===== src/source/spectrum_mem_pkg.sv =====
`default_nettype none

package spectrum_mem_pkg;

	// ====================
	// Widths

	// Bit 17 set means the ROM region
	typedef logic [17:0] mem_addr_t;
	typedef logic [2:0]  page_t;
	typedef logic [15:0] cpu_addr_t;
	typedef logic [7:0]  byte_t;

	// ====================
	// System memory map

	// ROM page 0 at the base, ROM page 1 at base plus 4000
	localparam mem_addr_t ROM_BASE = 18'h20000;
	localparam mem_addr_t RAM_BASE = 18'h00000;

	// 16K pages
	localparam int PAGE_SIZE_BITS = 14;

	// Fixed RAM pages of the 128K map
	localparam page_t SCREEN_PAGE = 3'd5;
	localparam page_t SHADOW_PAGE = 3'd7;
	localparam page_t MID_PAGE    = 3'd2;

	// Owner of the single memory port
	typedef enum logic {
		grant_cpu,
		grant_loader
	} grant_e;

endpackage

`default_nettype wire


===== src/source/mem_arbiter.sv =====
`timescale 1ns/1ps
`default_nettype none

module mem_arbiter
	import spectrum_mem_pkg::*;
(
	input  logic      clk_sys,
	input  logic      reset,
	input  logic      load_req,
	input  mem_addr_t load_addr,
	input  byte_t     load_data,
	input  mem_addr_t cpu_mem_addr,
	input  byte_t     cpu_data,
	input  logic      mem_write,
	input  logic      rom_area,
	input  logic      bus_request,
	output mem_addr_t ram_addr,
	output byte_t     ram_din,
	output logic      ram_we
);

	grant_e grant;
	grant_e grant_q;
	logic   cpu_we;

	// Loader always wins, CPU requests under it are lost
	assign grant = load_req ? grant_loader : grant_cpu;

	always_ff @(posedge clk_sys) begin
		if (reset) begin
			grant_q <= grant_cpu;
		end else begin
			grant_q <= grant;
		end
	end

	// ROM is read-only to the CPU
	// No CPU write in the turnaround clock after a loader cycle
	assign cpu_we = mem_write && !rom_area && !bus_request && (grant_q == grant_cpu);

	always_comb begin
		if (grant == grant_loader) begin
			ram_addr = load_addr;
			ram_din  = load_data;
			ram_we   = 1'b1;
		end else begin
			ram_addr = cpu_mem_addr;
			ram_din  = cpu_data;
			ram_we   = cpu_we;
		end
	end

endmodule

`default_nettype wire


===== config.mk =====
export PLATFORM = sky130hd
export DESIGN_NAME = mem_arbiter
export DESIGN_NICKNAME = d
export VERILOG_FILES = /design/src/source/spectrum_mem_pkg.sv /design/src/source/mem_arbiter.sv
export SDC_FILE = /design/constraint.sdc
export NUM_CORES = 1
export LEC_CHECK = 0
export ABC_CLOCK_PERIOD_IN_PS = 800
export BUFFER_PORTS_ARGS = -buffer_cell sky130_fd_sc_hd__buf_2
export CAP_MARGIN = 20
export CORE_ASPECT_RATIO = 1.25
export CORE_MARGIN = 5
export CORE_UTILIZATION = 25
export DETAILED_ROUTE_END_ITERATION = 16
export GPL_TIMING_DRIVEN = 0
export PLACE_DENSITY = 0.78
export SYNTH_ARGS = -nofsm -noshare
export SYNTH_HDL_FRONTEND = slang
export SYNTH_SLANG_ARGS = --single-unit

===== constraint.sdc =====
create_clock -name clk_sys -period 0.8 [get_ports clk_sys]
set_input_delay 0.04 -clock clk_sys [delete_from_list [all_inputs] [get_ports clk_sys]]
set_output_delay 0.04 -clock clk_sys [all_outputs]
set_load 0.005 [all_outputs]

==> results.tsv <==
metric	value	unit
post-route cell area	908	µm²
Comb power frac	0.896	
Slew Limit Fails	0	
biggest regs	grant_q (1)	
Switching Share	0.277	
max FFs per register	1	
Port Buf Inserts	83	
Hold Fails Final Rpt	0	
top-area cell type share of the netlist area	0.597	
post-synthesis sequential area ratio	0.0442	
Die ar.	2770	µm²
min-delay worst type	input pin to flip-flop	
average wire per standard cell	12.8	µm
Netlist cell types	8	
hold_sp	reset	
outcome	completed	
synth top area cells	mux2_4 60%, mux2_2 20%, buf_12 8.8%, dfxtp_1 4.4%, buf_6 2.5%	
Antenna Nets Post-Route	0	
pwr/cell area	586	nW/µm²
crit path launch type	flip-flop	
vias in the first global route	580	
RePlAce Congestion	0.610	
dominant cell type by area after synthesis	mux2_4	
Final Non-Filler Cells	135	
critical path type	flip-flop to output pin	
detailed placement HPWL	1.63	mm
first-pass GRT wire length	2.29	mm
maxcap violations	0	
leading cell type in the layout, fill and taps excluded	buf_2	
initial antenna violation count	0	
Post-Route WL	1.73	mm
hold buffer count at CTS	0	
Hold WS	0.200	ns
Hold Path Sink	grant_q	
width of the die	48.1	µm
Leakage Power	0.551	nW
Hold Path Stages	2	
Sw Pwr	0.147	mW
GR Overflow Total	0	
ant diodes	0	
Top Ports	85	
Iteration-0 DRC Markers	6	
Post-Place Cells	135	
area of the core	1740	µm²
Biggest register	grant_q	
crit path cell chain	nor4b_2 -> or2_2 -> buf_2	
die height	57.6	µm
CP Data Arrival Time	0.73	ns
syn nets	91	
DR vias/cell	4.46	
placed cell areas	892	µm²
synth-to-layout area growth	101	%
part of the power in registers	0.104	
Netlist Area Pre-Place	453	µm²
minimum clock period	0.773	ns
FP Rows	17	
Ys Warns	0	
largest net degree at the start of global routing	11	
Required @ worst endpoint	0.76	ns
Seq. cell area	21.3	µm²
Nets	176	
RSZ-0062 raised after global routing	false	
Least-Margin Pin Slew	0.182	ns
Internal	0.385	mW
footprint of the multi-input gates	388	µm²
Post-CTS Setup Bufs	0	
Clock Power Share	0	
GRT Total Usage	0.108	
via count	602	
Peak VDD IR	0.221	mV
Crit-path slowest cell	dfxtp_2	
Final period util	0.966	
Reg clk slew, reported paths	0	ns
fraction of layout cells with a size suffix above 1	0.991	
Slew headroom	0.879	
Post-route DRC	0	
Post-Syn Instances	33	
CP endpoint kind	output pin	
commonest cells after routing, fill and taps aside	83 x buf_2, 18 x mux2_4, 8 x mux2_2	
Max Clock Freq	1290	MHz
# fillers	158	
critical-path maximum fanout	1	
detailed-router iteration count before antenna repair	2	
Initial Util	0.260	
Slowest Stage Delay on Critical Path	0.30	ns
Avg Cell Area, Syn	13.7	µm²
Final Setup Violations	0	
number of synthesized register bits	1	
[synthesized netlist by cell type]
master,count
or2_2,1
buf_6,1
dfxtp_1,1
mux2_4,18
nor2b_1,1
nor4b_1,1
mux2_2,8
buf_12,2
[worst max-delay path by stage]
stage,cells after the start,from,endpoint,slack [ns]
3_3_place_gp,4,load_req,ram_addr[4],0.008
3_5_place_dp,3,grant_q,ram_we,-0.01
2_1_floorplan,3,load_req,ram_addr[0],0.15
6_report,3,grant_q,ram_we,0.03
5_1_grt,3,grant_q,ram_we,0.01
4_1_cts,3,grant_q,ram_we,0.01
[cell type report]
type / count / area share
sequential: 1 / 0.0234
tap: 19 / 0.0262
buffer: 3 / 0.0661
multi-input combinational: 29 / 0.427
timing repair buffer: 83 / 0.457
[logic make-up after synthesis]
family / synth area share
mux: 0.796
simple gates: 0.0470
buf+inv: 0.113
flops: 0.0442
[metrics by stage]
stage / TNS, ns / setup slack, ns / total power, mW / utilization
CTS: 0 / 0.0128 / 0.535 / 0.517
global placement: 0 / 0.00752 / 0.520 / 0.511
detailed placement: -0.0180 / -0.0119 / 0.530 / 0.511
floorplan: 0 / 0.148 / 0.290 / -
global route: 0 / 0.00962 / 0.572 / 0.521
finish: 0 / 0.0270 / 0.532 / 0.521
[layer usage]
metal | part of all wire | vias to the layer above | global-route usage
met3 | 0.14 | 2 | 0.00946
met1 | 0.27 | 264 | 0.102
met2 | 0.58 | 46 | 0.234
met5 | 0 | - | 0
li1 | - | 290 | -
met4 | 0.011 | 0 | 0
[timing repair]
item	in CTS	in global routing
setup endpoints to repair	3	2
cloned	0	0
pin swaps	0	0
gates resized for setup	2	2
[worst max-delay path: cells and delay by family, from the launching register on]
family,cells,cell delay [ns]
DFF,1,0.30
and+or+nand+nor,2,0.30
buffers and inverters,1,0.13
[power groups by stage]
stage	logic [mW]	clock network, mW	registers (mW)
2_1_floorplan	0.236	0	0.0541
3_3_place_gp	0.465	0	0.0542
3_5_place_dp	0.476	0	0.0545
4_1_cts	0.481	0	0.0549
5_1_grt	0.516	0	0.0557
6_report	0.477	0	0.0553
(Power assumes the default switching activity.)
