## config.mk

```make
export PLATFORM = sky130hd
export DESIGN_NAME = page_control
export DESIGN_NICKNAME = d
export VERILOG_FILES = /design/src/source/spectrum_mem_pkg.sv /design/src/source/spectrum_io_pkg.sv /design/src/source/page_control.sv
export SDC_FILE = /design/constraint.sdc
export NUM_CORES = 1
export LEC_CHECK = 0
export BUFFER_PORTS_ARGS = -buffer_cell sky130_fd_sc_hd__buf_4
export CAP_MARGIN = 20
export CORE_MARGIN = 5
export CORE_UTILIZATION = 35
export CTS_BUF_LIST = sky130_fd_sc_hd__clkbuf_16
export DETAILED_ROUTE_END_ITERATION = 6
export PLACE_DENSITY = 0.8
export SETUP_SLACK_MARGIN = 0.1
export SLEW_MARGIN = 20
export SYNTH_ARGS = -nofsm -noshare
export SYNTH_HDL_FRONTEND = slang
export SYNTH_SLANG_ARGS = --single-unit
```

## constraint.sdc

```tcl
create_clock -name clk_sys -period 2.7 [get_ports clk_sys]
set_input_delay 0.405 -clock clk_sys [delete_from_list [all_inputs] [get_ports clk_sys]]
set_output_delay 0.405 -clock clk_sys [all_outputs]
set_load 0.05 [all_outputs]
```

## src/source/spectrum_mem_pkg.sv

```systemverilog
`default_nettype none

package spectrum_mem_pkg;

	// ====================
	// Widths

	// Bit 17 set means the ROM region
	typedef logic [17:0] mem_addr_t;
	typedef logic [2:0]  page_t;
	typedef logic [15:0] cpu_addr_t;
	typedef logic [7:0]  byte_t;

	// ====================
	// System memory map

	// ROM page 0 at the base, ROM page 1 at base plus 4000
	localparam mem_addr_t ROM_BASE = 18'h20000;
	localparam mem_addr_t RAM_BASE = 18'h00000;

	// 16K pages
	localparam int PAGE_SIZE_BITS = 14;

	// Fixed RAM pages of the 128K map
	localparam page_t SCREEN_PAGE = 3'd5;
	localparam page_t SHADOW_PAGE = 3'd7;
	localparam page_t MID_PAGE    = 3'd2;

	// Owner of the single memory port
	typedef enum logic {
		grant_cpu,
		grant_loader
	} grant_e;

endpackage

`default_nettype wire

```

## src/source/spectrum_io_pkg.sv

```systemverilog
`default_nettype none

package spectrum_io_pkg;

	// ====================
	// Port data types

	typedef logic [2:0] border_t;

	// Keys are active low
	typedef logic [4:0] key_row_t;

	// Right, left, down, up, fire1, fire2 from bit 0 upward, active high
	typedef logic [5:0] joy_t;

	localparam int KEY_ROWS = 8;

	// ====================
	// Port decode

	// Compared with A5..A0
	localparam logic [5:0] KEMPSTON_PORT = 6'h1F;

	// 7FFD answers whenever A15 and A1 are both low
	localparam logic [15:0] PAGE_PORT_MASK = 16'h8002;

	// Floating data bus
	localparam logic [7:0] IDLE_BUS = 8'hFF;

endpackage

`default_nettype wire

```

## src/source/page_control.sv

```systemverilog
`timescale 1ns/1ps
`default_nettype none

module page_control
	import spectrum_mem_pkg::*, spectrum_io_pkg::*;
#(
	parameter int RAM_PAGE_BITS = 3
) (
	input  logic      clk_sys,
	input  logic      reset,
	input  logic      model_48k,
	input  cpu_addr_t cpu_addr,
	input  byte_t     cpu_dout,
	input  logic      io_write,
	output mem_addr_t mem_addr,
	output logic      rom_area,
	output logic      shadow_screen
);

	// Page bits beyond the fitted RAM are dropped
	localparam page_t PAGE_MASK = page_t'((1 << RAM_PAGE_BITS) - 1);

	logic                      zx48;
	page_t                     page_sel;
	logic                      page_scr;
	logic                      page_rom;
	logic                      page_lock;
	logic                      page_write;
	page_t                     screen_page;
	logic [PAGE_SIZE_BITS-1:0] offset;

	function automatic mem_addr_t ram_page(input page_t page,
		input logic [PAGE_SIZE_BITS-1:0] ofs);
		ram_page = RAM_BASE + {1'b0, page & PAGE_MASK, ofs};
	endfunction

	// ====================
	// Port 7FFD

	assign page_write = io_write && ((cpu_addr & PAGE_PORT_MASK) == '0) &&
		!zx48 && !page_lock;

	// Machine model is sampled only while reset is held
	always_ff @(posedge clk_sys) begin
		if (reset) begin
			zx48      <= model_48k;
			page_sel  <= '0;
			page_scr  <= 1'b0;
			page_rom  <= 1'b0;
			page_lock <= 1'b0;
		end else if (page_write) begin
			page_sel  <= cpu_dout[2:0];
			page_scr  <= cpu_dout[3];
			page_rom  <= cpu_dout[4];
			page_lock <= cpu_dout[5];
		end
	end

	// Screen page shown by the video side
	assign screen_page   = page_scr ? SHADOW_PAGE : SCREEN_PAGE;
	assign shadow_screen = screen_page == SHADOW_PAGE;

	// ====================
	// Address translation

	assign offset   = cpu_addr[PAGE_SIZE_BITS-1:0];
	assign rom_area = cpu_addr[15:14] == 2'b00;

	always_comb begin
		case (cpu_addr[15:14])
			// 48K always sees the BASIC ROM in page 1
			2'b00:   mem_addr = ROM_BASE + {3'b000, zx48 | page_rom, offset};
			2'b01:   mem_addr = ram_page(SCREEN_PAGE, offset);
			2'b10:   mem_addr = ram_page(MID_PAGE, offset);
			default: mem_addr = ram_page(page_sel, offset);
		endcase
	end

endmodule

`default_nettype wire

```

==> results.toml <==
[placed_design]
dp_hpwl_um = 626
portBuffers = 19
gp_congestion = 0.639
pre_cts_ws_ps = 1300

[min_path]
hold_start = "model_48k"
hold_depth = 1
worstHoldEndpoint = "zx48"
hold_path.class = "input port to flop"

[routing]
antenna_left = 0
dr_wl_met2_um = 315
via_count = 323
drt_pre_antenna_iters = 1
routed_wl_um = 809
drt_iter0_markers = 0
wl_met1_um = 293
drc = 0
vias_per_cell = 4.42
met3_length_um = 163
top_layer_used = "met4"
wl_per_cell_um = 11.1

[logic_synthesis]
synth_top_area_share_pct = 26.3
synth_seq_cells = 7
ys_seq_area_share_pct = 32.9
syn_inst = 52
ys_top_cells_by_area = "dfxtp_1, buf_4, nand2b_1"
avgSynthCellArea_sq_um = 8.78
syn-cell-area_sq_um = 457
netlist-cell-type-count = 15
yosysTopAreaCell = "dfxtp_1"
synthesis.nets = 80
ys.warnings.count = 0

[worst_setup_path]
endpoint_kind = "primary output"
cpMaxStageDelayCell = "buf_4"
worstSetupStartpoint = "cpu_addr[15]"
timing.rr.start = "zx48"
crit_required_ps = 2300
arrival_ps = 980
cp_max_fo = 4
critPathLaunchType = "input port"
r2r_end = "page_sel[1]"
worstSetupPathType = "input port to primary output"
rr_worst_depth = 3
r2r_slack_ps = 1560
cp_cell_sequence = "buf_4 -> inv_1 -> o21ai_0 -> o21ai_0 -> buf_4"
crit_path_max_incr_delay_ps = 220

[cts]
numCtsBuffers = 3
clkTransAtPathRegs_ps = 30
ctsResizeCount = 0
post-cts-setup-buffer-count = 0
clock-root-buffer = "clkbuf_16"
clk_latency_ps = 230
holdBufCountCts = 0
cts.sinks = 7
cts.path.max_buffers = 2
cts_tree = "done"
h-tree-depth = 1

[die]
die_y_um = 46.1
die_w_um = 46.1
rows = 13
start_util_pct = 36.0
die-area_sq_mm = 0.00213
pin_count = 48
core_sq_mm = 0.00127

[sta]
rsz0062_at_grt = "no"
slew_violations = 0
fin_crit_ps = 1390
fin_crit_sh_pct = 51.4
fin_setup_tns_ps = 0
final_hold_viol_count = 0
fmax_ghz = 0.721
fin_worst_skew_ps = 0.230
setup_viol_count_final = 0
final.setup.worst_slack_ps = 1310
maxSlewHeadroom_pct = 80.6
worst_pin_slew_ps = 291

[global_route]
gr-usage-all-layers_pct = 8.19
grt_max_degree = 13
antenna_found_initial = 0
grt_pass1_wl_um = 1100
gr-total-overflow = 0
first_global_vias = 262

[power_and_ir_drop]
p_leak_uw = 0.000254
ir_drop_mv = 0.282
powerDensity_mw_per_mm2 = 733

[final_layout]
diodes = 0
post_route_cells_drive_above_1_share_pct = 39.7
area_delta_synth_final_pct = 24.7
finalNetCount = 87

[job]
drv_cap = 0

[outcome]
status = "completed"
-- how the worst max path moves through the flow --
stage | end | slack (ps) | cells after the start
after global routing | mem_addr[14] | 1120 | 5
after CTS | mem_addr[14] | 1300 | 5
after global placement | mem_addr[14] | 1310 | 5
after detailed placement | mem_addr[14] | 1300 | 5
final | mem_addr[14] | 1310 | 5
after floorplan | mem_addr[14] | 790 | 1
-- flip-flops by register name, summed over array words and instances (netlist names) --
signal     flops
page_lock      1
page_rom       1
page_scr       1
page_sel       3
zx48           1
-- routing by layer --
layer  up-vias  GRT usage, %
met5         -             0
met4         0          11.9
met3         4          3.91
met2        22          9.07
met1       134          9.13
li1        163             -
-- power by group --
group,leakage (uW),switching [uW],internal (uW)
combinational,0.000153,33.5,25.6
sequential,0.0000583,1.75,110
clock,0.0000423,54.3,192
-- layout by cell type, fill, tap and decap left out --
cell type	netlist	final
nand2b_1	10	10
and3_1	1	1
o21a_1	1	1
a21oi_1	1	1
buf_4	15	19
o21ai_0	2	2
nor2_1	4	4
a41oi_1	1	1
edfxtp_1	1	1
clkbuf_16	0	3
inv_1	2	3
nor2_2	1	1
mux2i_1	5	5
dfxtp_1	6	6
-- stage by stage --
| step | std cells | area (sq um) | total power [uW] | util, % | hold WS [ps] |
|---|---|---|---|---|---|
| final | 73 | 569 | 417 | 44.9 | 355 |
| after global routing | 73 | 569 | 436 | 44.9 | 354 |
| after CTS | 73 | 569 | 424 | 44.9 | 354 |
| after detailed placement | 69 | 490 | 173 | 38.7 | 463 |
| after global placement | 69 | 490 | 173 | 38.7 | 452 |
| after floorplan | 52 | 457 | 202 | - | 441 |
-- area by class of cell --
type | instances | area [sq um]
fillers | 138 | 699
well taps | 15 | 18.8
multi-input cells | 26 | 171
clock buffers | 3 | 75.1
flip-flops and latches | 7 | 150
inverters | 2 | 7.51
clock inverters | 1 | 3.75
repair buffers | 19 | 143
-- worst max-delay path, delay by kind of cell --
family | cells | cell delay, ps
buf+inv | 3 | 430
compound gates | 2 | 140
-- cell usage after synthesis --
master,n
dfxtp_1,6
nand2b_1,10
and3_1,1
mux2i_1,5
o21ai_0,2
nor2_1,4
buf_6,1
a41oi_1,1
clkbuf_1,1
inv_1,2
edfxtp_1,1
nor2_2,1
buf_4,15
o21a_1,1
a21oi_1,1
-- cell families (layout without fill, tap and decap cells) --
family                 Yosys count  count (layout)  synth area share [%]
and+or+nand+nor                 16              16                  19.7
AOI/OAI and AO/OA                5               5                  6.85
buffers and inverters           19              25                  29.6
muxes                            5               5                  11.0
DFF                              7               7                  32.9
Note: power is estimated with default switching activity, not from simulation.
