File: src/source/spectrum_mem_pkg.sv
`default_nettype none

package spectrum_mem_pkg;

	// ====================
	// Widths

	// Bit 17 set means the ROM region
	typedef logic [17:0] mem_addr_t;
	typedef logic [2:0]  page_t;
	typedef logic [15:0] cpu_addr_t;
	typedef logic [7:0]  byte_t;

	// ====================
	// System memory map

	// ROM page 0 at the base, ROM page 1 at base plus 4000
	localparam mem_addr_t ROM_BASE = 18'h20000;
	localparam mem_addr_t RAM_BASE = 18'h00000;

	// 16K pages
	localparam int PAGE_SIZE_BITS = 14;

	// Fixed RAM pages of the 128K map
	localparam page_t SCREEN_PAGE = 3'd5;
	localparam page_t SHADOW_PAGE = 3'd7;
	localparam page_t MID_PAGE    = 3'd2;

	// Owner of the single memory port
	typedef enum logic {
		grant_cpu,
		grant_loader
	} grant_e;

endpackage

`default_nettype wire

File: src/source/spectrum_io_pkg.sv
`default_nettype none

package spectrum_io_pkg;

	// ====================
	// Port data types

	typedef logic [2:0] border_t;

	// Keys are active low
	typedef logic [4:0] key_row_t;

	// Right, left, down, up, fire1, fire2 from bit 0 upward, active high
	typedef logic [5:0] joy_t;

	localparam int KEY_ROWS = 8;

	// ====================
	// Port decode

	// Compared with A5..A0
	localparam logic [5:0] KEMPSTON_PORT = 6'h1F;

	// 7FFD answers whenever A15 and A1 are both low
	localparam logic [15:0] PAGE_PORT_MASK = 16'h8002;

	// Floating data bus
	localparam logic [7:0] IDLE_BUS = 8'hFF;

endpackage

`default_nettype wire

File: src/source/cpu_bus_interface.sv
`timescale 1ns/1ps
`default_nettype none

module cpu_bus_interface
	import spectrum_mem_pkg::*, spectrum_io_pkg::*;
(
	input  logic      clk_sys,
	input  logic      reset,
	input  cpu_addr_t cpu_addr,
	input  logic      mreq_n,
	input  logic      iorq_n,
	input  logic      rd_n,
	input  logic      wr_n,
	input  logic      m1_n,
	input  byte_t     mem_dout,
	input  byte_t     port_dout,
	input  logic      port_hit,
	output logic      io_write,
	output logic      mem_write,
	output logic      mem_read,
	output byte_t     cpu_din
);

	logic      io_wr;
	logic      io_rd;
	logic      mem_wr;
	logic      io_wr_q;
	logic      mem_wr_q;
	logic      mem_rd_q;
	logic      new_addr;
	cpu_addr_t addr_q;

	// I/O cycles exclude interrupt acknowledge
	assign io_wr    = !iorq_n && !wr_n && m1_n;
	assign io_rd    = !iorq_n && !rd_n && m1_n;
	assign mem_wr   = !mreq_n && !wr_n;
	assign mem_read = !mreq_n && !rd_n;

	// New write on the strobe edge or when the address moves under a held strobe
	assign new_addr  = cpu_addr != addr_q;
	assign io_write  = io_wr && (!io_wr_q || new_addr);
	assign mem_write = mem_wr && (!mem_wr_q || new_addr);

	always_ff @(posedge clk_sys) begin
		if (reset) begin
			io_wr_q  <= 1'b0;
			mem_wr_q <= 1'b0;
			mem_rd_q <= 1'b0;
		end else begin
			io_wr_q  <= io_wr;
			mem_wr_q <= mem_wr;
			mem_rd_q <= mem_read;
		end
	end

	always_ff @(posedge clk_sys) begin
		addr_q <= cpu_addr;
	end

	// Memory data trails the request by one clock, so its select is delayed too
	always_ff @(posedge clk_sys) begin
		if (reset) begin
			cpu_din <= IDLE_BUS;
		end else if (mem_rd_q) begin
			cpu_din <= mem_dout;
		end else if (io_rd && port_hit) begin
			cpu_din <= port_dout;
		end else begin
			cpu_din <= IDLE_BUS;
		end
	end

endmodule

`default_nettype wire

File: config.mk
export PLATFORM = sky130hd
export DESIGN_NAME = cpu_bus_interface
export DESIGN_NICKNAME = d
export VERILOG_FILES = /design/src/source/spectrum_mem_pkg.sv /design/src/source/spectrum_io_pkg.sv /design/src/source/cpu_bus_interface.sv
export SDC_FILE = /design/constraint.sdc
export NUM_CORES = 1
export LEC_CHECK = 0
export BUFFER_PORTS_ARGS = -buffer_cell sky130_fd_sc_hd__buf_2
export CAP_MARGIN = 20
export CORE_ASPECT_RATIO = 1.4
export CORE_UTILIZATION = 38
export DETAILED_ROUTE_END_ITERATION = 10
export GPL_TIMING_DRIVEN = 1
export PLACE_DENSITY = 0.72
export SLEW_MARGIN = 25
export SYNTH_ARGS = -nofsm -noshare
export SYNTH_HDL_FRONTEND = slang
export SYNTH_SLANG_ARGS = --single-unit
export TNS_END_PERCENT = 1
File: constraint.sdc
create_clock -name clk_sys -period 1.2 [get_ports clk_sys]
set_clock_uncertainty 0.1 [all_clocks]
set_input_delay 0.06 -clock clk_sys [delete_from_list [all_inputs] [get_ports clk_sys]]
set_output_delay 0.06 -clock clk_sys [all_outputs]
set_load 0.01 [all_outputs]
==> impl_metrics.ini <==
[outcome]
status = complete, but fails checks
violations = DRC, setup timing

[finish]
multi_input_area_um2 = 404
fin_cells = 190
post-route-util_pct = 70.1
area_growth_pct = 76.0
fin_nets = 208
seqCellArea_um2 = 552
drive_gt1_share_pct = 47.3
fill_cells = 179
stdcell_area_um2 = 1660
diodes = 0

[setup_path]
worstSetupPathType = reg -> out
r2r-end = cpu_din[0]
arrival_ps = 1500
critPathMaxFanout = 2
ff2ff_setup_slack_ps = -100
r2r_cells = 3
start_kind = register
cp-end-kind = output pin
rr_startpoint = mem_rd_q
cp.required_ps = 1040

[logic_synthesis]
synth_cell_types = 14
syn_area_per_cell_um2 = 12.6
synth_xor_area_share_pct = 14.9
synth-compound-area-share_pct = 12.2
syn_inst = 75
synth_seq_area_share_pct = 57.4
ys_seq_elements = 27
syn_nets = 115
yosys.area_share.simple_pct = 13.5
synth_top_family_by_area = XOR/XNOR gates
synth_fa_ha_area_share_pct = 0
syn_area_um2 = 942
yosysWarnings = 0
synth_mux_area_share_pct = 0

[clock_network]
cts-root-buf = clkbuf_4
cts_tree = yes
path_clk_slew_ps = 130
postCtsSetupBuffers = 0
clock_latency_ps = 300
h-tree-depth = 1
clockBufferDepth = 2
cts.sinks = 27
cts_buffers = 3

[detailed_routing]
avgViaCountPerCell = 4.61
wl_mm = 2.21
first_pass_iters = 7
vias = 876
first_iter_violations = 14
wl_per_cell_um = 11.6
drc = 7
ant_nets = 0

[floorplan]
core_area_um2 = 2360
fp.dieH_um = 60.9
fp.dieW_um = 44.1
io_pins = 51
rows = 21
start_util_pct = 39.8
die_area_um2 = 2690

[power]
p_leak_nw = 0.695
peakVddDrop_mv = 0.671
power.density_nw_per_um2 = 979

[placement]
gp_congestion = 0.646
dp_hpwl_mm = 1.34
dpl_cell_area_um2 = 1230
dp_cells = 149
io_buffers = 50
dp_slack_ps = -211

[sta]
layout_worst_path_cycle_share_pct = 138
max_freq_ghz = 0.603
finalSetupViolCount = 10
setup_ws_ps = -458
fin_crit_ps = 1660
slew_viol_final = 0
relSlewSlack_pct = 83.6
finalHoldViolCount = 0
worst_pin_slew_ps = 245
rsz0062_at_grt = true

[global_route]
use_met3_pct = 3.87
grt_max_degree = 15
antenna_found_initial = 0
grt_pass1_vias = 836
met2_usage_pct = 33.0
top_usage_layer = met2
grtUsageTotal_pct = 16.7
grt_pass1_wl_mm = 3.27
grt-ovfl-total = 0
grtUsageMet1_pct = 15.3

[hold_path]
min_path_cells = 4
worst_hold_path_type = in -> reg
hp-start = rd_n
min_to = cpu_din[2]

[job]
drv.max_cap_violation_count = 0
[stage by stage]
| stage | hold slack, ps | total power, mW | TNS, ps |
|---|---|---|---|
| floorplan | -12.3 | 1.07 | -782 |
| global placement | 87.4 | 1.17 | -1080 |
| detailed placement | 89.2 | 1.17 | -1270 |
| CTS | 88.0 | 1.64 | -1680 |
| global route | 107 | 1.70 | -2220 |
| finish | 100 | 1.62 | -1620 |
[worst max-delay path: stages, from the launching register on]
cell and delay [ps]:
dfxtp_2 340, xnor2_1 140, nand4_1 140, nor4_2 300, a211oi_1 120, buf_2 150
[Yosys cell counts]
cell | number | share of area, %
nand4_1 | 4 | 2.7
or4b_4 | 1 | 1.5
inv_2 | 1 | 0.40
nand2b_4 | 1 | 1.5
nor2_1 | 1 | 0.40
nor4_1 | 1 | 0.66
a211oi_1 | 2 | 1.6
o22ai_2 | 8 | 11
xnor2_1 | 16 | 15
clkbuf_1 | 1 | 0.40
buf_6 | 1 | 1.2
nand2b_1 | 8 | 5.3
nor3_1 | 3 | 1.6
dfxtp_1 | 27 | 57
[cell type report]
cell class | instances | area share [%]
repair buffers | 90 | 38.8
flip-flops and latches | 27 | 33.3
inverters | 1 | 0.226
clock buffers | 4 | 1.58
well taps | 23 | 1.74
multi-input cells | 45 | 24.4
[flip-flops by register name, indices dropped and copies added, names as in the netlist]
signal	flops
addr_q	16
mem_rd_q	1
io_wr_q	1
cpu_din	8
mem_wr_q	1
[power by group]
part	switching (mW)	total, mW	internal, mW	leakage (nW)
clock	0.232	0.362	0.130	0.0150
combinational	0.104	0.306	0.202	0.455
sequential	0.0161	0.954	0.938	0.225
total	0.352	1.62	1.27	0.695
[kinds of logic (layout without fill, tap and decap cells)]
| group | after synthesis | count (layout) |
|---|---|---|
| and+or+nand+nor | 19 | 19 |
| DFF | 27 | 27 |
| xor gates and xnor gates | 16 | 16 |
| AOI/OAI and AO/OA | 10 | 10 |
| buffers and inverters | 3 | 95 |
[worst max path at each step]
stage | start | to | depth (start not counted) | slack, ps
final | addr_q[9] | io_write | 5 | -460
after detailed placement | addr_q[2] | io_write | 5 | -210
after floorplan | mem_rd_q | cpu_din[0] | 4 | -100
after global routing | addr_q[9] | io_write | 5 | -600
after global placement | addr_q[14] | io_write | 5 | -190
after CTS | addr_q[5] | io_write | 5 | -480
[cell usage in the layout, fill, tap and decap left out]
master          n
a211oi_1        2
buf_2          50
buf_4           3
clkbuf_1        1
clkbuf_4        3
dfxtp_1        18
dfxtp_2         9
dlygate4sd3_1  37
inv_2           1
nand2b_1        8
nand2b_4        1
nand4_1         4
nor2_1          1
nor3_1          3
nor4_2          1
o22ai_2         8
or4b_4          1
xnor2_1        14
xnor2_2         2
[metal layers]
layer,wire [µm],vias up
li1,-,443
met1,804,387
met2,1170,44
met3,220,2
met4,17,0
met5,0,-
[what timing repair did]
| action | in CTS | in global routing |
|---|---|---|
| endpoints found under the hold margin | 27 | 0 |
| pin swaps | 10 | 8 |
| hold buffers | 37 | 0 |
| gates resized for setup | 5 | 7 |
| endpoints found under the setup margin | 10 | 10 |
(Power assumes the default switching activity.)
