<file path="src/source/spectrum_mem_pkg.sv">
`default_nettype none

package spectrum_mem_pkg;

	// ====================
	// Widths

	// Bit 17 set means the ROM region
	typedef logic [17:0] mem_addr_t;
	typedef logic [2:0]  page_t;
	typedef logic [15:0] cpu_addr_t;
	typedef logic [7:0]  byte_t;

	// ====================
	// System memory map

	// ROM page 0 at the base, ROM page 1 at base plus 4000
	localparam mem_addr_t ROM_BASE = 18'h20000;
	localparam mem_addr_t RAM_BASE = 18'h00000;

	// 16K pages
	localparam int PAGE_SIZE_BITS = 14;

	// Fixed RAM pages of the 128K map
	localparam page_t SCREEN_PAGE = 3'd5;
	localparam page_t SHADOW_PAGE = 3'd7;
	localparam page_t MID_PAGE    = 3'd2;

	// Owner of the single memory port
	typedef enum logic {
		grant_cpu,
		grant_loader
	} grant_e;

endpackage

`default_nettype wire

</file>
<file path="src/source/spectrum_io_pkg.sv">
`default_nettype none

package spectrum_io_pkg;

	// ====================
	// Port data types

	typedef logic [2:0] border_t;

	// Keys are active low
	typedef logic [4:0] key_row_t;

	// Right, left, down, up, fire1, fire2 from bit 0 upward, active high
	typedef logic [5:0] joy_t;

	localparam int KEY_ROWS = 8;

	// ====================
	// Port decode

	// Compared with A5..A0
	localparam logic [5:0] KEMPSTON_PORT = 6'h1F;

	// 7FFD answers whenever A15 and A1 are both low
	localparam logic [15:0] PAGE_PORT_MASK = 16'h8002;

	// Floating data bus
	localparam logic [7:0] IDLE_BUS = 8'hFF;

endpackage

`default_nettype wire

</file>
<file path="src/source/ula_ports.sv">
`timescale 1ns/1ps
`default_nettype none

module ula_ports
	import spectrum_mem_pkg::*, spectrum_io_pkg::*;
(
	input  logic                    clk_sys,
	input  logic                    reset,
	input  cpu_addr_t               cpu_addr,
	input  byte_t                   cpu_dout,
	input  logic                    io_write,
	input  logic                    iorq_n,
	input  logic                    rd_n,
	input  logic                    m1_n,
	input  key_row_t [KEY_ROWS-1:0] key_matrix,
	input  joy_t                    joystick,
	input  logic                    tape_in,
	output byte_t                   port_dout,
	output logic                    port_hit,
	output border_t                 border,
	output logic                    ear_out,
	output logic                    mic_out
);

	logic     io_read;
	logic     ula_sel;
	logic     kemp_sel;
	key_row_t key_data;

	// ULA on any even port
	assign io_read  = !iorq_n && !rd_n && m1_n;
	assign ula_sel  = !cpu_addr[0];
	assign kemp_sel = cpu_addr[5:0] == KEMPSTON_PORT;
	assign port_hit = io_read && (ula_sel || kemp_sel);

	// A low bit among A8..A15 selects that half-row
	always_comb begin
		key_data = '1;
		for (int row = 0; row < KEY_ROWS; row++) begin
			if (!cpu_addr[8 + row]) begin
				key_data = key_data & key_matrix[row];
			end
		end
	end

	assign port_dout = ula_sel ? {1'b1, tape_in, 1'b1, key_data} : {2'b00, joystick};

	// ====================
	// Port FE write

	always_ff @(posedge clk_sys) begin
		if (reset) begin
			border  <= '0;
			ear_out <= 1'b0;
			mic_out <= 1'b0;
		end else if (io_write && ula_sel) begin
			border  <= cpu_dout[2:0];
			mic_out <= cpu_dout[3];
			ear_out <= cpu_dout[4];
		end
	end

endmodule

`default_nettype wire

</file>
<file path="config.mk">
export PLATFORM = sky130hd
export DESIGN_NAME = ula_ports
export DESIGN_NICKNAME = d
export VERILOG_FILES = /design/src/source/spectrum_mem_pkg.sv /design/src/source/spectrum_io_pkg.sv /design/src/source/ula_ports.sv
export SDC_FILE = /design/constraint.sdc
export NUM_CORES = 1
export LEC_CHECK = 0
export BUFFER_PORTS_ARGS = -buffer_cell sky130_fd_sc_hd__buf_2
export CORE_MARGIN = 8
export CORE_UTILIZATION = 24
export DETAILED_ROUTE_END_ITERATION = 7
export PLACE_DENSITY = 0.8
export RECOVER_POWER = 50
export SLEW_MARGIN = 20
export SYNTH_ARGS = -nofsm -noshare
export SYNTH_HDL_FRONTEND = slang
export SYNTH_SLANG_ARGS = --single-unit
export TNS_END_PERCENT = 1
</file>
<file path="constraint.sdc">
create_clock -name clk_sys -period 1.3 [get_ports clk_sys]
set_input_delay 0.26 -clock clk_sys [delete_from_list [all_inputs] [get_ports clk_sys]]
set_output_delay 0.26 -clock clk_sys [all_outputs]
set_load 0.005 [all_outputs]
</file>
==> metrics.md <==
| Metric | Value |
|---|---|
| Status | `finished, violations left` |
| Failing checks | `negative setup slack` |
| CP Buf/Inv Count | `2` |
| Die W | `between 50 and 60 um` |
| Number of synthesized flops with an enable pin | `0` |
| Most numerous cell in the Yosys netlist | `o22ai_1` |
| CP Cell Sequence | `buf_8, o22ai_1, or4_1, o21ai_1, buf_2` |
| Drt first pass iters | `4` |
| Die area | `about 3400 um2` |
| Layout cells sized above 1 | `roughly two thirds` |
| Worst min-delay path class | `in -> reg` |
| Final Util | `63.19%` |
| Yosys cell types | `16` |
| Worst-Skew Late Latency | `250 ps` |
| DR iter-0 viols | `22` |
| Area leader, netlist | `o22ai_1` |
| GPL Wtd Cong | `around 0.85` |
| Cell Count Post-Placement | `between 150 and 200` |
| Area contributors post-synth | `o22ai_1, dfxtp_1, mux2i_1, or4_1, o21ai_1` |
| Antenna violations before repair | `0` |
| DR WL met2 | `between 1000 and 1500 um` |
| Buffers on Ports | `85` |
| Compound-Gate Fraction of Synth Area | `around 35%` |
| Relative slew slack | `between 70% and 80%` |
| Largest net degree at the start of global routing | `13` |
| Setup violators final | `6` |
| Worst path arrival time | `about 1200 ps` |
| Crit-path max cell delay | `between 500 and 600 ps` |
| Met3 WL post-DR | `346 um` |
| Clock Path Buffers | `2` |
| Placed inst area | `893.4 um2` |
| Simple-gate portion of the synthesized area | `between 20% and 30%` |
| R2R setup slack | `a little under 700 ps` |
| Ys Warns | `0` |
| Post-synthesis average cell area | `roughly 7.3 um2` |
| CTS root buf | `clkbuf_4` |
| Tcrit/Tclk final | `112.8%` |
| Max layer used | `met4` |
| Synthesized Nets | `~140` |
| Synth Flop Type | `dfxtp_1` |
| CTS tree | `done` |
| Cts bufs inserted | `3` |
| Drt wl/cell | `16.40 um` |
| Post-synthesis instance total | `60` |
| Non-filler cells, final | `between 150 and 200` |
| CP required | `about 1000 ps` |
| Worst setup SP type | `primary input` |
| Diodes inserted | `0` |
| Final Cell Area | `~1100 um2` |
| CP Class | `in -> out` |
| Fill cells | `around 160` |
| Synth Cell Area | `between 400 and 500 um2` |
| Max-Cap Viols | `0` |
| Worst-path clk slew | `approximately 50 ps` |
| Reg2Reg Depth | `2` |
| Gr ovfl total | `0` |
| Sequential fraction of the synthesis area | `a little under a quarter` |
| Syn-to-layout area delta | `149.1%` |
| Worst Slack Setup Final | `-166.8 ps` |
| IO Pins | `91` |
| Unrepaired setup endpoints after global routing | `true` |
| Worst Clk Skew | `0 ps` |
| Pwr Density | `roughly 600 nW/um2` |
| Via-to-Cell Ratio | `~4.9` |
| XOR/XNOR Fraction of Synth Area | `0%` |
| Vias in the first global route | `945` |
| CP top delay family | `simple AND/OR/NAND/NOR gates` |
| Worst vdd ir | `between 0.4 and 0.5 mV` |
| Total GRT Usage | `between 10% and 20%` |
| Fin. Hold Viols | `0` |
| Yosys reg bits | `5` |
| CTS H-tree lvls | `1` |
| Clock sink total | `5` |
| Async SR Flop Fraction | `0%` |
| Hold-fix buffers, CTS | `0` |
| Post-Synth Adder-Cell Area | `0%` |
| Combinational family with the most area after synthesis | `compound AO/OA/AOI/OAI gates` |
| Vias | `about 860` |
| # DRC | `0` |
| Worst-margin pin slew | `about 340 ps` |
| Final worst path period need | `~1500 ps` |
| NumNets Final | `between 200 and 250` |
| Area share of the largest cell type after synthesis | `28.57%` |
| First-pass GRT wire length | `around 4200 um` |
| Fmax | `roughly 680 MHz` |
| Multiplexer share of the synthesized area | `a little under an eighth` |
| Crit path depth | `5` |
| Die height | `~60 um` |
| Antenna-violating nets left | `0` |
| Final HPWL DP | `between 2000 and 2500 um` |
| CP max FO | `5` |
| # rows | `15` |
| Min-Delay Path Depth | `2` |
| Final Max Slew Viols | `0` |
| Leak Pwr | `between 0.5 and 0.6 nW` |
| DRT Wirelength | `between 2000 and 3000 um` |
| Crit path max-delay cell type | `or4_1` |
| Starting Density | `25.36%` |
| Total negative setup slack | `-834.0 ps` |
| CORE AREA | `between 1500 and 2000 um2` |
| Met1 Wirelength | `approximately 900 um` |
| Crit path capture type | `output port` |
final cells by class:
type	instances	area [um2]	share of cell area, %
clock buffers	4	26.28	2.408
inverters	1	3.754	0.3440
multi-input cells	51	387.9	35.55
flip-flops and latches	5	100.1	9.174
well taps	25	31.28	2.867
repair buffers	87	541.8	49.66
per-stage QoR:
stage                     setup WS, ps  total power [mW]  hold WS, ps
after CTS                       -165.7            0.6217        226.4
final                           -166.8            0.6576        221.5
after global placement          -226.0            0.3913        470.7
after floorplan                  71.10            0.2430        332.4
after detailed placement        -230.3            0.4007        486.5
after global routing            -216.0            0.6965        226.1
placed cells by master (no fill, tap or decap):
cell and instances:
a21oi_1 1, and4b_1 1, buf_2 70, buf_4 1
buf_6 9, buf_8 5, clkbuf_1 3, clkbuf_4 3
dfxtp_1 5, inv_1 1, mux2i_1 5, nand2_1 5
nand2b_1 1, nor2_1 5, nor2b_1 2, nor4b_2 1
o21ai_1 3, o21ai_2 2, o22ai_1 14, o22ai_2 5
o22ai_4 1, or4_1 2, or4_4 3
flip-flops by register name, summed over array words and instances, names as in the netlist:
signal and count:
mic_out 1, ear_out 1, border 3
power breakdown:
part	switching, mW	leakage [nW]	internal [mW]
clock network	0.0837	0.0150	0.117
registers	0.00355	0.0409	0.161
logic	0.109	0.507	0.183
path summary, 6_finish.rpt:
path,from,endpoint
worst min register to register,mic_out,mic_out
worst max-delay path,cpu_addr[8],port_dout[2]
worst max register to register,border[2],border[2]
worst min-delay path,reset,border[1]
per-layer routing:
metal  up-vias  track usage (%)
li1        417                -
met1       371            13.72
met2        55            28.66
met3        13            7.826
met4         0            10.24
met5         -                0
worst register-to-register path: cells and delay by family (launching register included):
kind / cells / cell delay (ps)
flip-flops: 1 / 310
multiplexers: 1 / 130
AND/OR/NAND/NOR: 1 / 60
what timing repair did:
item	4_1_cts	5_1_grt
gates resized for setup	20	20
endpoints found under the setup margin	6	6
gates cloned	0	0
pin swaps	9	10
hold endpoints to repair	0	0
buffers inserted	0	0
cell families (layout without fill, tap and decap cells):
family	Yosys count	in the layout
muxes	5	5
DFF	5	5
and+or+nand+nor	20	20
AOI/OAI and AO/OA	26	26
buffers and inverters	4	92
(Power assumes the default switching activity.)
