===== src/source/spectrum_mem_pkg.sv =====
`default_nettype none

package spectrum_mem_pkg;

	// ====================
	// Widths

	// Bit 17 set means the ROM region
	typedef logic [17:0] mem_addr_t;
	typedef logic [2:0]  page_t;
	typedef logic [15:0] cpu_addr_t;
	typedef logic [7:0]  byte_t;

	// ====================
	// System memory map

	// ROM page 0 at the base, ROM page 1 at base plus 4000
	localparam mem_addr_t ROM_BASE = 18'h20000;
	localparam mem_addr_t RAM_BASE = 18'h00000;

	// 16K pages
	localparam int PAGE_SIZE_BITS = 14;

	// Fixed RAM pages of the 128K map
	localparam page_t SCREEN_PAGE = 3'd5;
	localparam page_t SHADOW_PAGE = 3'd7;
	localparam page_t MID_PAGE    = 3'd2;

	// Owner of the single memory port
	typedef enum logic {
		grant_cpu,
		grant_loader
	} grant_e;

endpackage

`default_nettype wire


===== src/source/image_loader.sv =====
`timescale 1ns/1ps
`default_nettype none

module image_loader
	import spectrum_mem_pkg::*;
(
	input  logic      clk_sys,
	input  logic      reset,
	input  logic      ioctl_download,
	input  logic      ioctl_wr,
	input  mem_addr_t ioctl_addr,
	input  logic      ioctl_index,
	input  byte_t     ioctl_dout,
	output logic      load_req,
	output mem_addr_t load_addr,
	output byte_t     load_data,
	output logic      bus_request
);

	mem_addr_t region_base;

	// Index 0 carries the ROM image, index 1 a RAM image
	assign region_base = ioctl_index ? RAM_BASE : ROM_BASE;

	// CPU stays off the bus for the whole download
	always_ff @(posedge clk_sys) begin
		if (reset) begin
			load_req    <= 1'b0;
			bus_request <= 1'b0;
		end else begin
			load_req    <= ioctl_wr;
			bus_request <= ioctl_download;
		end
	end

	always_ff @(posedge clk_sys) begin
		load_addr <= region_base + ioctl_addr;
		load_data <= ioctl_dout;
	end

endmodule

`default_nettype wire


===== config.mk =====
export PLATFORM = sky130hd
export DESIGN_NAME = image_loader
export DESIGN_NICKNAME = d
export VERILOG_FILES = /design/src/source/spectrum_mem_pkg.sv /design/src/source/image_loader.sv
export SDC_FILE = /design/constraint.sdc
export NUM_CORES = 1
export LEC_CHECK = 0
export BUFFER_PORTS_ARGS = -buffer_cell sky130_fd_sc_hd__buf_2
export CELL_PAD_IN_SITES_DETAIL_PLACEMENT = 1
export CELL_PAD_IN_SITES_GLOBAL_PLACEMENT = 1
export CORE_MARGIN = 5
export CORE_UTILIZATION = 23
export DETAILED_ROUTE_END_ITERATION = 10
export GPL_TIMING_DRIVEN = 0
export PLACE_DENSITY_LB_ADDON = 0.1
export SYNTH_ARGS = -nofsm -noshare
export SYNTH_HDL_FRONTEND = slang
export SYNTH_SLANG_ARGS = --single-unit

===== constraint.sdc =====
create_clock -name clk_sys -period 0.8 [get_ports clk_sys]
set_input_delay 0 -clock clk_sys [delete_from_list [all_inputs] [get_ports clk_sys]]
set_output_delay 0 -clock clk_sys [all_outputs]
set_load 0.01 [all_outputs]

==> run metrics, run 1 <==
DP HPWL=1130 µm; syn nets=62; final worst slack=0.0275 ns; DRT Wirelength=1860 µm; fin crit share=96.6%; Yosys reg bits=28; routability cong.=0.591; number of diodes=0; # setup viols final=0; fin crit period=0.772 ns; outcome=finished clean; actual slew at the worst max-slew pin=around 0.14 ns; Largest stage delay, worst path=~0.34 ns; row count=18; final hold violations=0; htree depth=1; Mapped Area=582 µm²; Worst EP arrival=0.77 ns; total CTS buffers=3; DRC=0; Fillers=259; hold path startpoint=ioctl_addr[1]; part of the power in registers=about three fifths; setup TNS=0 ns; Die Y=60.3 µm; PD cells=1910 nW/µm²; Final Max Tran Viols=0; VDD IR max=around 0.0010 V; Worst EP required=~0.80 ns; Setup Crit Path Kind=register to output pin; DR vias/cell=3.64; dpl ws=between 0.3 and 0.4 ns; RSZ-0062 raised after global routing=yes; slew margin rel.=90.8%; yosys warns=0; Unique masters post-synth=3; drt wl/cell=~12 µm; critical path endpoint category=output pin; Layout Utilization=52.9%; crit path cell chain=buf_2; Leakage Power=roughly 0.63 nW; crit path launch type=register; CP delay by family, top=flip-flops; Internal Power=0.00198 W; Core Area=around 2500 µm²; Sw Share=20.4%; Initial Util=23.7%; DR vias=~560; clock power share=26.4%; first-pass GRT wire length=2660 µm; ANT nets after route=0; CP max stage cell=dfxtp_1; Register Area=569 µm²; PortBufs=58; initial antenna violation count=0; CTS tree=yes; Mapped Avg Cell Area=18.8 µm²; CP max FO=1; clock sink total=28; Crit path depth=1; combinational share of power=13.3%; num ports=59; Root Buffer=clkbuf_4; Die Area=roughly 3600 µm²; fin nets=155; vias in the first global route=between 600 and 700; multi-input combinational cell area=21.3 µm²; DRT iter0 DRCs=6; Global Route Usage Sum=a little over a tenth; clock transition at the registers of the reported paths=0.14 ns; Max Buffers Root-to-Sink=2; total power=0.00248 W; switching power total=~0.0005 W; largest net degree at the start of global routing=16; register area share after synthesis=96.3%; fmax=1290 MHz; die width=60.3 µm; Worst Path Buf+Inv=1; hold path endpoint=load_addr[1]; Cells after Synth=31; Max Cap Violations=0; Pre-antenna DRT Iters=2; hold depth=2; hold crit path type=input port to register; area grow syn2layout=123%; aggregate global routing overflow=0; layout cell share with drive strength beyond 1=56.1%
-- layout make-up --
| type | instances | area share (%) |
|---|---|---|
| repair buffers | 88 | 48.8 |
| well taps | 30 | 2.89 |
| multi-input cells | 3 | 1.64 |
| flip-flops and latches | 28 | 43.8 |
| clock buffers | 4 | 2.79 |
-- power groups by stage --
stage	Clock, W	Combinational [W]	Sequential (W)
CTS	0.000691	0.000310	0.00149
detailed placement	0	0.000198	0.00152
finish	0.000656	0.000331	0.00150
floorplan	0	0.00000739	0.00156
global route	0.000757	0.000360	0.00150
global placement	0	0.000195	0.00152
-- metrics by stage --
step                      cells  cell area (µm²)  hold WS [ns]
final                       153             1300         0.305
after global routing        153             1300         0.282
after CTS                   153             1250         0.288
after detailed placement    119              910         0.104
after global placement      119              910         0.103
after floorplan              31              582        0.0277
-- cells by family after synthesis --
family / after synthesis / synth area share [%]
xor gates and xnor gates: 1 / 1.51
DFF: 28 / 96.3
and+or+nand+nor: 2 / 2.15
-- cells in the mapped netlist --
cell / instances / area share [%]
xnor2_1: 1 / 1.5
dfxtp_1: 28 / 96
nor2b_1: 2 / 2.2
-- flip-flops by register name, indices dropped and copies added (netlist names) --
register     flops
bus_request      1
load_addr       18
load_data        8
load_req         1
-- worst max-delay path by stage --
stage,from,end,slack (ns)
after global routing,load_addr[5],load_addr[5],-0.03
after global placement,load_data[5],load_data[5],0.39
after floorplan,bus_request,bus_request,0.47
after detailed placement,load_data[5],load_data[5],0.38
final,load_addr[5],load_addr[5],0.03
after CTS,load_addr[12],load_addr[12],0.002
-- layer usage --
| metal | wire (µm) | share of wire, % | vias to the layer above | global-route usage [%] |
|---|---|---|---|---|
| li1 | - | - | 277 | - |
| met1 | 540 | 29 | 245 | 8.25 |
| met2 | 1130 | 61 | 33 | 22.1 |
| met3 | 173 | 9.3 | 2 | 3.46 |
| met4 | 10 | 0.54 | 0 | 4.43 |
| met5 | 0 | 0 | - | 0 |
-- placed cells by master (no fill, tap or decap) --
cell	instances
nor2b_1	2
clkbuf_4	3
dlygate4sd3_1	30
xnor2_1	1
buf_6	7
clkbuf_8	1
dfxtp_1	21
buf_2	51
dfxtp_2	7
-- what timing repair did --
item                                    in CTS  in global routing
endpoints found under the hold margin       28                  0
endpoints found under the setup margin       0                 28
hold buffers                                30                  0
gates resized for setup                      0                 14
setup buffers                                0                  0
Power figures use the tool's default switching activity.
==> run 2, diff against run 1 <==
CORE_UTILIZATION = 25   (was 23)
clock period = 0.97 ns   (was 0.8 ns; I/O delays follow)
==> run 2 against run 1 <==
Against the previous run:
- combinational power fell by 22%
- sequential share of layout area rose by 1.2 points
- worst setup slack improved by 0.15 ns
- flip-flop and latch count did not move
- die area fell by 6.7%
- global-route usage rose by 1.3 points
- cell area fell by 4.2%
- core utilization rose by 3.3 points
- non-clock buffer count did not move
- critical path type unchanged
- critical endpoint is now load_addr[10]
==> run metrics, run 2 (synthesis results as in run 1) <==
setup TNS=0 ns (unchanged); fin crit share=82.0%; commonest cells after routing, fill and taps aside=58 x buf_2, 30 x dlygate4sd3_1, 28 x dfxtp_1, 3 x clkbuf_4, 2 x nor2b_1 (was 51 x buf_2, 30 x dlygate4sd3_1, 21 x dfxtp_1, 7 x dfxtp_2, 7 x buf_6); part of the power in registers=60.7% (was 60.2%); DP HPWL=1160 µm (was 1130 µm); Leakage Power=0.619 nW (was 0.633 nW); fin crit period=0.795 ns; DRT iter0 DRCs=2 (was 6); Final Max Tran Viols=0 (unchanged); vias in the first global route=632 (was 646); row count=17 (was 18); clock power share=26.6% (was 26.4%); top flop regs=load_addr x18, load_data x8 (unchanged); largest net degree at the start of global routing=16 (unchanged); Worst EP required=0.97 ns (was 0.80 ns); Worst Path Buf+Inv=1 (unchanged); CTS tree=yes (unchanged); hold crit path type=input port to register (unchanged); Max Cap Violations=0 (unchanged); die width=58.2 µm (was 60.3 µm); Biggest register=load_addr (unchanged); Internal Power=0.00161 W (was 0.00198 W); actual slew at the worst max-slew pin=0.138 ns (about the same); Max Buffers Root-to-Sink=2 (unchanged); layout cell share with drive strength beyond 1=50.4% (was 56.1%); routability cong.=0.623 (was 0.591); Pre-antenna DRT Iters=2 (unchanged); initial antenna violation count=0 (unchanged); Setup Buffers After CTS=0 (unchanged); Layout Utilization=56.2% (was 52.9%); RSZ-0062 raised after global routing=no (was yes); max reg flops=18 (unchanged); DR vias/cell=3.73 (was 3.64); ANT nets after route=0 (unchanged); Global Route Usage Sum=11.8% (was 10.5%); area grow syn2layout=114% (was 123%); number of diodes=0 (unchanged); aggregate global routing overflow=0 (unchanged); Fillers=240 (was 259); combinational share of power=12.7% (was 13.3%); CP delay by family, top=flip-flops (unchanged); Setup Crit Path Kind=register to output pin (unchanged); num ports=59 (unchanged); final hold violations=0 (unchanged); switching power total=0.000414 W (was 0.000507 W); slew margin rel.=90.8% (about the same); first-pass GRT wire length=2860 µm (was 2660 µm); DRC=0 (unchanged); Initial Util=26.3% (was 23.7%); CP max FO=1 (unchanged); # setup viols final=0 (unchanged); drt wl/cell=12.3 µm (was 12.1 µm); final worst slack=0.175 ns (was 0.0275 ns); total CTS buffers=3 (unchanged); Root Buffer=clkbuf_4 (unchanged); dpl ws=0.548 ns (was 0.378 ns); DRT Wirelength=1850 µm (was 1860 µm); CP max stage cell=dfxtp_1 (unchanged); Die Area=3390 µm² (was 3640 µm²); Worst EP arrival=0.80 ns (was 0.77 ns); critical path endpoint category=output pin (unchanged); clock sink total=28 (unchanged); Sw Share=20.5% (was 20.4%); crit path launch type=register (unchanged); Die Y=58.2 µm (was 60.3 µm); Largest stage delay, worst path=0.35 ns (was 0.34 ns); fmax=1260 MHz; PortBufs=58 (unchanged); CTS Hold Bufs=30 (unchanged); Core Area=2210 µm² (was 2450 µm²); outcome=finished clean (unchanged); htree depth=1 (unchanged); VDD IR max=0.00106 V (was 0.00105 V); post-CTS resize count=0 (unchanged); PD cells=1630 nW/µm² (was 1910 nW/µm²); fin nets=155 (unchanged); most common cell after layout, fill and taps aside=buf_2 (unchanged); DR vias=563 (was 557); crit path cell chain=buf_2 (unchanged); clock transition at the registers of the reported paths=0.14 ns (about the same)
run 2: worst paths after layout:
kind | depth (start not counted) | endpoint | start | slack [ns]
worst max-delay path | 1 | load_addr[10] | load_addr[10] | 0.17
worst min-delay path | 2 | load_data[7] | ioctl_dout[7] | 0.31
run 2: routing by layer:
metal	track usage [%]	vias to the layer above	share of wire [%]	wire, µm
met5	0	-	0	0
met4	6.95	0	1.5	27
met3	2.23	2	9.2	171
met2	24.7	32	59	1090
met1	9.78	251	30	559
li1	-	278	-	-
run 2: cell type report:
type,instances,area [µm²],area share (%)
well taps,28,35.0,2.82
repair buffers,88,591,47.5
flip-flops and latches,28,561,45.1
clock buffers,4,36.3,2.92
multi-input cells,3,21.3,1.71
run 2: power groups by stage:
stage	clock network (W)	registers, W	logic [W]
after floorplan	0	0.00129	0.00000610
after global placement	0	0.00125	0.000161
after detailed placement	0	0.00125	0.000164
after CTS	0.000557	0.00123	0.000257
after global routing	0.000614	0.00123	0.000282
final	0.000539	0.00123	0.000257
run 2: through the flow:
stage	cell area (µm²)	hold WS, ns	total power [W]	std cells
2_1_floorplan	582	0.0277	0.00130	31
3_3_place_gp	907	0.103	0.00141	117
3_5_place_dp	907	0.104	0.00142	117
4_1_cts	1240	0.294	0.00204	151
5_1_grt	1240	0.292	0.00213	151
6_report	1240	0.312	0.00202	151
